### src/logic/core_pkg.sv
package core_pkg;

  //////////////////////////////////////////////////
  // widths
  //////////////////////////////////////////////////
  parameter int inst_width     = 32;
  parameter int reg_addr_width = 5;
  parameter int num_regs       = 32;
  parameter int imm_width      = 16;

  // instruction word fields
  parameter int opcode_msb = 31;
  parameter int opcode_lsb = 26;
  parameter int rs_msb     = 25;
  parameter int rs_lsb     = 21;
  parameter int rt_msb     = 20;
  parameter int rt_lsb     = 16;
  parameter int rd_msb     = 15;
  parameter int rd_lsb     = 11;
  parameter int imm_msb    = 15;
  parameter int imm_lsb    = 0;

  //////////////////////////////////////////////////
  // encodings
  //////////////////////////////////////////////////
  // unlisted opcodes decode like op_nop
  typedef enum logic [5:0] {
    op_nop  = 6'd0,
    op_add  = 6'd1,
    op_sub  = 6'd2,
    op_and  = 6'd3,
    op_or   = 6'd4,
    op_xor  = 6'd5,
    op_slt  = 6'd6,
    op_addi = 6'd8,
    op_andi = 6'd12,
    op_ori  = 6'd13
  } opcode_e;

  typedef enum logic [2:0] {
    alu_add = 3'd0,
    alu_sub = 3'd1,
    alu_and = 3'd2,
    alu_or  = 3'd3,
    alu_xor = 3'd4,
    alu_slt = 3'd5
  } alu_op_e;

  typedef enum logic [1:0] {
    fwd_reg = 2'd0,
    fwd_ex  = 2'd1,
    fwd_wb  = 2'd2
  } fwd_sel_e;

endpackage

### src/logic/decode_stage.sv
`timescale 1ns/100ps

module decode_stage #(
  parameter int data_width = 32
) (
  input  logic                                  clk,
  input  logic                                  rst,
  input  logic                                  instr_valid,
  input  logic [core_pkg::inst_width-1:0]       instr,
  input  logic [data_width-1:0]                 rs_data,
  input  logic [data_width-1:0]                 rt_data,
  output logic [core_pkg::reg_addr_width-1:0]   rs_addr,
  output logic [core_pkg::reg_addr_width-1:0]   rt_addr,
  output logic                                  d_valid,
  output core_pkg::alu_op_e                     d_alu_op,
  output logic                                  d_use_imm,
  output logic                                  d_write,
  output logic [core_pkg::reg_addr_width-1:0]   d_dest,
  output logic [core_pkg::reg_addr_width-1:0]   d_rs,
  output logic [core_pkg::reg_addr_width-1:0]   d_rt,
  output logic [data_width-1:0]                 d_rs_data,
  output logic [data_width-1:0]                 d_rt_data,
  output logic [core_pkg::imm_width-1:0]        d_imm
);

  logic                                i_valid;
  logic [core_pkg::inst_width-1:0]     i_instr;
  core_pkg::opcode_e                   opcode;
  logic [core_pkg::reg_addr_width-1:0] rd_field;
  core_pkg::alu_op_e                   dec_alu_op;
  logic                                dec_use_imm;
  logic                                dec_write;
  logic [core_pkg::reg_addr_width-1:0] dec_dest;

  // input latch
  always_ff @(posedge clk) begin
    if (rst) begin
      i_valid <= 1'b0;
    end else begin
      i_valid <= instr_valid;
    end
    if (instr_valid) begin
      i_instr <= instr;
    end
  end

  assign opcode   = core_pkg::opcode_e'(i_instr[core_pkg::opcode_msb:core_pkg::opcode_lsb]);
  assign rs_addr  = i_instr[core_pkg::rs_msb:core_pkg::rs_lsb];
  assign rt_addr  = i_instr[core_pkg::rt_msb:core_pkg::rt_lsb];
  assign rd_field = i_instr[core_pkg::rd_msb:core_pkg::rd_lsb];

  //////////////////////////////////////////////////
  // control decode
  //////////////////////////////////////////////////
  always_comb begin
    dec_alu_op  = core_pkg::alu_add;
    dec_use_imm = 1'b0;
    dec_write   = 1'b1;
    dec_dest    = rd_field;
    case (opcode)
      core_pkg::op_add:  dec_alu_op = core_pkg::alu_add;
      core_pkg::op_sub:  dec_alu_op = core_pkg::alu_sub;
      core_pkg::op_and:  dec_alu_op = core_pkg::alu_and;
      core_pkg::op_or:   dec_alu_op = core_pkg::alu_or;
      core_pkg::op_xor:  dec_alu_op = core_pkg::alu_xor;
      core_pkg::op_slt:  dec_alu_op = core_pkg::alu_slt;
      core_pkg::op_addi: begin
        dec_alu_op  = core_pkg::alu_add;
        dec_use_imm = 1'b1;
        dec_dest    = rt_addr;
      end
      core_pkg::op_andi: begin
        dec_alu_op  = core_pkg::alu_and;
        dec_use_imm = 1'b1;
        dec_dest    = rt_addr;
      end
      core_pkg::op_ori: begin
        dec_alu_op  = core_pkg::alu_or;
        dec_use_imm = 1'b1;
        dec_dest    = rt_addr;
      end
      default: dec_write = 1'b0;
    endcase
  end

  // decode register, r0 writes dropped here
  always_ff @(posedge clk) begin
    if (rst) begin
      d_valid <= 1'b0;
      d_write <= 1'b0;
    end else begin
      d_valid <= i_valid;
      d_write <= i_valid && dec_write && (dec_dest != '0);
    end
    d_alu_op  <= dec_alu_op;
    d_use_imm <= dec_use_imm;
    d_dest    <= dec_dest;
    d_rs      <= rs_addr;
    d_rt      <= rt_addr;
    d_rs_data <= rs_data;
    d_rt_data <= rt_data;
    d_imm     <= i_instr[core_pkg::imm_msb:core_pkg::imm_lsb];
  end

endmodule

### src/logic/register_file.sv
`timescale 1ns/100ps

module register_file #(
  parameter int data_width = 32
) (
  input  logic                                clk,
  input  logic                                rst,
  input  logic [core_pkg::reg_addr_width-1:0] rs_addr,
  input  logic [core_pkg::reg_addr_width-1:0] rt_addr,
  input  logic                                w_write,
  input  logic [core_pkg::reg_addr_width-1:0] w_dest,
  input  logic [data_width-1:0]               w_result,
  output logic [data_width-1:0]               rs_data,
  output logic [data_width-1:0]               rt_data
);

  logic [data_width-1:0] regs [core_pkg::num_regs];
  logic                  wr_en;

  // r0 is never written so it stays zero
  assign wr_en = w_write && (w_dest != '0);

  always_ff @(posedge clk) begin
    if (rst) begin
      for (int i = 0; i < core_pkg::num_regs; i++) begin
        regs[i] <= '0;
      end
    end else if (wr_en) begin
      regs[w_dest] <= w_result;
    end
  end

  //////////////////////////////////////////////////
  // read ports with write-through
  //////////////////////////////////////////////////
  always_comb begin
    if (wr_en && (w_dest == rs_addr)) begin
      rs_data = w_result;
    end else begin
      rs_data = regs[rs_addr];
    end
    if (wr_en && (w_dest == rt_addr)) begin
      rt_data = w_result;
    end else begin
      rt_data = regs[rt_addr];
    end
  end

endmodule

### src/logic/execute_stage.sv
`timescale 1ns/100ps

module execute_stage #(
  parameter int data_width = 32
) (
  input  logic                                clk,
  input  logic                                rst,
  input  logic                                d_valid,
  input  core_pkg::alu_op_e                   d_alu_op,
  input  logic                                d_use_imm,
  input  logic                                d_write,
  input  logic [core_pkg::reg_addr_width-1:0] d_dest,
  input  logic [core_pkg::reg_addr_width-1:0] d_rs,
  input  logic [core_pkg::reg_addr_width-1:0] d_rt,
  input  logic [data_width-1:0]               d_rs_data,
  input  logic [data_width-1:0]               d_rt_data,
  input  logic [core_pkg::imm_width-1:0]      d_imm,
  input  logic                                w_write,
  input  logic [core_pkg::reg_addr_width-1:0] w_dest,
  input  logic [data_width-1:0]               w_result,
  output logic                                x_valid,
  output logic                                x_write,
  output logic [core_pkg::reg_addr_width-1:0] x_dest,
  output logic [data_width-1:0]               x_result
);

  core_pkg::fwd_sel_e    rs_sel;
  core_pkg::fwd_sel_e    rt_sel;
  logic [data_width-1:0] op_a;
  logic [data_width-1:0] rt_val;
  logic [data_width-1:0] op_b;
  logic [data_width-1:0] alu_out;

  // youngest producer wins
  function automatic core_pkg::fwd_sel_e fwd_select(
    input logic [core_pkg::reg_addr_width-1:0] src
  );
    if (src == '0) begin
      return core_pkg::fwd_reg;
    end else if (x_write && (x_dest == src)) begin
      return core_pkg::fwd_ex;
    end else if (w_write && (w_dest == src)) begin
      return core_pkg::fwd_wb;
    end
    return core_pkg::fwd_reg;
  endfunction

  function automatic logic [data_width-1:0] fwd_pick(
    input core_pkg::fwd_sel_e    sel,
    input logic [data_width-1:0] reg_val
  );
    case (sel)
      core_pkg::fwd_ex: return x_result;
      core_pkg::fwd_wb: return w_result;
      default:          return reg_val;
    endcase
  endfunction

  //////////////////////////////////////////////////
  // operands and ALU
  //////////////////////////////////////////////////
  always_comb begin
    rs_sel = fwd_select(d_rs);
    rt_sel = fwd_select(d_rt);
    op_a   = fwd_pick(rs_sel, d_rs_data);
    rt_val = fwd_pick(rt_sel, d_rt_data);
  end

  // zero-extended immediate
  assign op_b = d_use_imm ? data_width'(d_imm) : rt_val;

  always_comb begin
    case (d_alu_op)
      core_pkg::alu_add: alu_out = op_a + op_b;
      core_pkg::alu_sub: alu_out = op_a - op_b;
      core_pkg::alu_and: alu_out = op_a & op_b;
      core_pkg::alu_or:  alu_out = op_a | op_b;
      core_pkg::alu_xor: alu_out = op_a ^ op_b;
      core_pkg::alu_slt: alu_out = data_width'($signed(op_a) < $signed(op_b));
      default:           alu_out = '0;
    endcase
  end

  always_ff @(posedge clk) begin
    if (rst) begin
      x_valid <= 1'b0;
      x_write <= 1'b0;
    end else begin
      x_valid <= d_valid;
      x_write <= d_valid && d_write;
    end
    x_dest   <= d_dest;
    x_result <= alu_out;
  end

endmodule

### src/logic/writeback_stage.sv
`timescale 1ns/100ps

module writeback_stage #(
  parameter int data_width = 32
) (
  input  logic                                clk,
  input  logic                                rst,
  input  logic                                x_valid,
  input  logic                                x_write,
  input  logic [core_pkg::reg_addr_width-1:0] x_dest,
  input  logic [data_width-1:0]               x_result,
  output logic                                w_write,
  output logic [core_pkg::reg_addr_width-1:0] w_dest,
  output logic [data_width-1:0]               w_result,
  output logic                                wb_valid,
  output logic                                wb_write,
  output logic [core_pkg::reg_addr_width-1:0] wb_reg,
  output logic [data_width-1:0]               wb_data,
  output logic [31:0]                         retired_count
);

  logic w_valid;

  // last pipeline register, count moves with wb_valid
  always_ff @(posedge clk) begin
    if (rst) begin
      w_valid       <= 1'b0;
      w_write       <= 1'b0;
      retired_count <= '0;
    end else begin
      w_valid <= x_valid;
      w_write <= x_valid && x_write;
      if (x_valid) begin
        retired_count <= retired_count + 32'd1;
      end
    end
    w_dest   <= x_dest;
    w_result <= x_result;
  end

  //////////////////////////////////////////////////
  // retirement outputs
  //////////////////////////////////////////////////
  assign wb_valid = w_valid;
  assign wb_write = w_write;
  assign wb_reg   = w_dest;
  assign wb_data  = w_result;

endmodule

### src/logic/core_top.sv
`timescale 1ns/100ps

module core_top #(
  parameter int data_width = 32
) (
  input  logic                                clk,
  input  logic                                rst,
  input  logic                                instr_valid,
  input  logic [core_pkg::inst_width-1:0]     instr,
  output logic                                wb_valid,
  output logic                                wb_write,
  output logic [core_pkg::reg_addr_width-1:0] wb_reg,
  output logic [data_width-1:0]               wb_data,
  output logic [31:0]                         retired_count
);

  logic [core_pkg::reg_addr_width-1:0] rs_addr;
  logic [core_pkg::reg_addr_width-1:0] rt_addr;
  logic [data_width-1:0]               rs_data;
  logic [data_width-1:0]               rt_data;

  // decode register
  logic                                d_valid;
  core_pkg::alu_op_e                   d_alu_op;
  logic                                d_use_imm;
  logic                                d_write;
  logic [core_pkg::reg_addr_width-1:0] d_dest;
  logic [core_pkg::reg_addr_width-1:0] d_rs;
  logic [core_pkg::reg_addr_width-1:0] d_rt;
  logic [data_width-1:0]               d_rs_data;
  logic [data_width-1:0]               d_rt_data;
  logic [core_pkg::imm_width-1:0]      d_imm;

  // execute result
  logic                                x_valid;
  logic                                x_write;
  logic [core_pkg::reg_addr_width-1:0] x_dest;
  logic [data_width-1:0]               x_result;

  // writeback
  logic                                w_write;
  logic [core_pkg::reg_addr_width-1:0] w_dest;
  logic [data_width-1:0]               w_result;

  //////////////////////////////////////////////////
  // pipeline
  //////////////////////////////////////////////////
  decode_stage #(.data_width(data_width)) i_decode_stage (
    .clk, .rst, .instr_valid, .instr, .rs_data, .rt_data,
    .rs_addr, .rt_addr, .d_valid, .d_alu_op, .d_use_imm, .d_write,
    .d_dest, .d_rs, .d_rt, .d_rs_data, .d_rt_data, .d_imm
  );

  register_file #(.data_width(data_width)) i_register_file (
    .clk, .rst, .rs_addr, .rt_addr, .w_write, .w_dest, .w_result,
    .rs_data, .rt_data
  );

  execute_stage #(.data_width(data_width)) i_execute_stage (
    .clk, .rst, .d_valid, .d_alu_op, .d_use_imm, .d_write, .d_dest,
    .d_rs, .d_rt, .d_rs_data, .d_rt_data, .d_imm,
    .w_write, .w_dest, .w_result,
    .x_valid, .x_write, .x_dest, .x_result
  );

  writeback_stage #(.data_width(data_width)) i_writeback_stage (
    .clk, .rst, .x_valid, .x_write, .x_dest, .x_result,
    .w_write, .w_dest, .w_result,
    .wb_valid, .wb_write, .wb_reg, .wb_data, .retired_count
  );

endmodule

### config.mk
export PLATFORM = sky130hd
export DESIGN_NAME = core_top
export DESIGN_NICKNAME = d
export VERILOG_FILES = /design/src/logic/core_pkg.sv /design/src/logic/decode_stage.sv /design/src/logic/register_file.sv /design/src/logic/execute_stage.sv /design/src/logic/writeback_stage.sv /design/src/logic/core_top.sv
export SDC_FILE = /design/constraint.sdc
export NUM_CORES = 2
export LEC_CHECK = 0
export BUFFER_PORTS_ARGS = -buffer_cell sky130_fd_sc_hd__buf_4
export CORE_UTILIZATION = 60
export CTS_CLUSTER_SIZE = 12
export DETAILED_ROUTE_END_ITERATION = 7
export GPL_TIMING_DRIVEN = 0
export PLACE_DENSITY = 0.83
export SETUP_SLACK_MARGIN = 0.4
export SLEW_MARGIN = 15
export SYNTH_ARGS = -nofsm -noshare
export SYNTH_HDL_FRONTEND = slang
export SYNTH_HIERARCHICAL = 1
export SYNTH_SLANG_ARGS = --single-unit
### constraint.sdc
create_clock -name clk -period 8 [get_ports clk]
set_input_delay 0.8 -clock clk [delete_from_list [all_inputs] [get_ports clk]]
set_output_delay 0.8 -clock clk [all_outputs]
set_load 0.005 [all_outputs]
==> results.toml <==
[clock_tree]
numCtsBuffers = 137
clk_latency_ns = 0.78
cts-root-buf = "clkbuf_16"
post_cts_buffers = 0
numClockSinks = 1268
path_clk_slew_ns = 0.06
cts_buffer_depth = 3
cts_tree = "done"
cts_max_level = 4
cts_resized = 0
ctsHoldBuffers = 0

[detailed_routing]
ant_nets = 0
routed-via-count = 49400
remaining_drc_errors = 10
drtIter0Drc = 8215
drt_wl_total_um = 239000
drt_pre_antenna_iters = 8
vias_per_cell = 7.15
wl_per_cell_um = 34.6

[synth]
synth_seq_cells = 1268
ys_seq_area_frac = 0.527
netlist.area_leader.share = 0.464
synth_flop_cell = "edfxtp_1"
ys_types = 104
ys_warn_count = 6
synth.avg_cell_area_um2 = 13.6
syn-cell-area_um2 = 68300
synthArstFlopShare = 0
synth_edf_count = 1056
synth_top_area_cell = "edfxtp_1"
synthTopCellsByArea = "edfxtp_1 (46%), mux4_2 (14%), and2_1 (9.4%)"
synth_cells = 5026

[setup_path]
cp-start-kind = "flop"
crit_type = "flop to flop"
critPathCaptureType = "flop"
required_ns = 8.56
crit_fanout = 10
arrival_ns = 7.33

[timing]
drv_slew = 0
rsz0062_at_grt = "false"
setup_viol = 0
hold_viol = 0
tightestPinTransition_ns = 1.27
fmax_ghz = 0.148
fin_setup_tns_ns = 0
finalCritPeriodShare = 0.846
fin_skew_ns = 0.0292
fin_crit_ns = 6.77
hold_ws_ns = 0.204
maxSlewHeadroom = 0.155

[layout]
final_cell_mix = "edfxtp_1 (1056), and2_1 (1021), mux4_2 (425)"
layout-drive-gt1-share = 0.199
utilization = 0.670
fill_cells = 7831
layout.cells.non_filler = 6912
layout_commonest_cell = "edfxtp_1"
area_delta_synth_final_pct = 10.5
layout.nets = 5448

[grt]
first_global_vias = 48000
grt_pass1_wl_um = 334000
grt_max_degree = 34
grt_use_total = 0.410
grt_overflow_total = 0
antenna_found_initial = 18

[status]
violations = "DRC"
status = "finished with violations"

[floorplan]
core-area_um2 = 113000
start_util = 0.606
die-width_um = 339
die_h_um = 339
num_rows = 123
ios = 106
die-area_um2 = 115000

[pwr]
power.density_nw_per_um2 = 254
power.leakage_uw = 0.0284
power_uw = 19100
ir_worst_vdd_mv = 0.177

[placement]
hpwl_um = 173000
dp.cells = 6670
port_buffers = 105
gp_congestion = 1.04

[min_path]
hp-class = "primary input to flop"

[run]
cap_viol_max_count = 0
[area by class of cell]
cell class / instances / area [µm²] / area share
multi-input cells: 3169 / 29000 / 0.385
clock buffers: 189 / 3780 / 0.0501
repair buffers: 113 / 948 / 0.0126
plain buffers: 520 / 3030 / 0.0401
flip-flops and latches: 1268 / 36000 / 0.477
diodes: 7 / 17.5 / 0.000232
clock inverters: 46 / 405 / 0.00537
well taps: 1500 / 1880 / 0.0249
inverters: 100 / 377 / 0.00499
[power breakdown]
group	internal, µW	switching [µW]	leakage, µW
clock	3460	2630	0.00205
sequential	7580	640	0.0129
combinational	1690	3140	0.0135
[routing by layer]
metal / GRT usage / up-vias / part of all wire
li1: - / 19700 / -
met1: 0.496 / 24200 / 0.32
met2: 0.621 / 4433 / 0.44
met3: 0.164 / 1020 / 0.17
met4: 0.248 / 14 / 0.074
met5: 0.00163 / - / 0.00064
[synthesized netlist by cell type, types with 9 or more instances]
master and count:
o31ai_1 20, nor3_1 34, and2_1 1021, nand2b_1 13, mux4_2 425, and3_1 10
xor2_1 25, ha_1 102, a21o_1 31, or2_1 9, and2_0 12, nand3b_1 14
o22ai_1 263, inv_2 11, mux2i_1 18, a221o_1 34, o221ai_1 10, o211ai_1 29
nand3_1 36, or3_1 15, mux2_2 20, buf_12 22, o21ai_1 68, buf_6 37
mux4_1 83, nor2_1 116, clkbuf_1 267, buf_2 126, nand2_1 192, dfxtp_1 212
o21ai_0 52, or2_2 27, or4_1 84, inv_1 88, nand4_1 13, a21oi_1 109
buf_4 53, a22oi_1 38, nor4_1 17, xnor2_1 35, edfxtp_1 1056, nor2b_1 21
[worst max-delay path, stage by stage (launching register included)]
cell and delay, ns:
dfxtp_1 0.56, xor2_1 0.12, nor3_1 0.19, nand3_1 0.12, a211oi_2 0.92, nor2_1 0.23
clkbuf_1 0.43, a221oi_1 0.88, fa_1 0.44, o21bai_4 0.09, a211oi_2 0.31, o21bai_2 0.16
a2111oi_4 0.47, o21bai_2 0.23, a31oi_4 0.34, mux2_4 0.33, a211oi_1 0.45, o41ai_1 0.30
[metrics by stage]
stage | setup WS, ns | cell area (µm²)
3_3_place_gp | 1.53 | 71100
3_5_place_dp | 1.53 | 71200
2_1_floorplan | 3.69 | 68400
5_1_grt | 1.08 | 75400
4_1_cts | 1.46 | 75400
6_report | 1.23 | 75400
[sequential cells by signal (all words and copies together) (netlist names), 16 cells and up]
name / count
i_decode_stage/d_imm: 16
i_execute_stage/x_result: 32
i_register_file/regs: 1024
i_decode_stage/i_instr: 32
i_writeback_stage/w_result: 32
i_decode_stage/d_rt_data: 32
i_writeback_stage/retired_count: 32
i_decode_stage/d_rs_data: 32
[path summary, 6_finish.rpt]
| kind | slack [ns] | from | cells past startpoint | endpoint |
|---|---|---|---|---|
| max | 1.23 | i_writeback_stage/w_dest[0] | 17 | i_execute_stage/x_result[26] |
| min | 0.20 | instr[8] | 1 | i_decode_stage/i_instr[8] |
| max reg2reg | 1.23 | i_writeback_stage/w_dest[0] | 17 | i_execute_stage/x_result[26] |
| min reg2reg | 0.33 | i_decode_stage/d_dest[3] | 0 | i_execute_stage/x_dest[3] |
[kinds of logic (layout without fill, tap and decap cells)]
family | after synthesis | in the layout | share of synthesized area
flip-flops | 1268 | 1268 | 0.527
AO/OA/AOI/OAI | 741 | 741 | 0.0722
buffers and inverters | 620 | 968 | 0.0498
XOR/XNOR | 60 | 60 | 0.00770
other | 1 | 39 | 0.0000549
AND/OR/NAND/NOR | 1679 | 1679 | 0.145
adder cells (fa/ha/maj) | 104 | 104 | 0.0193
multiplexers | 553 | 553 | 0.179
No activity file was read; power rests on OpenSTA's default activity.
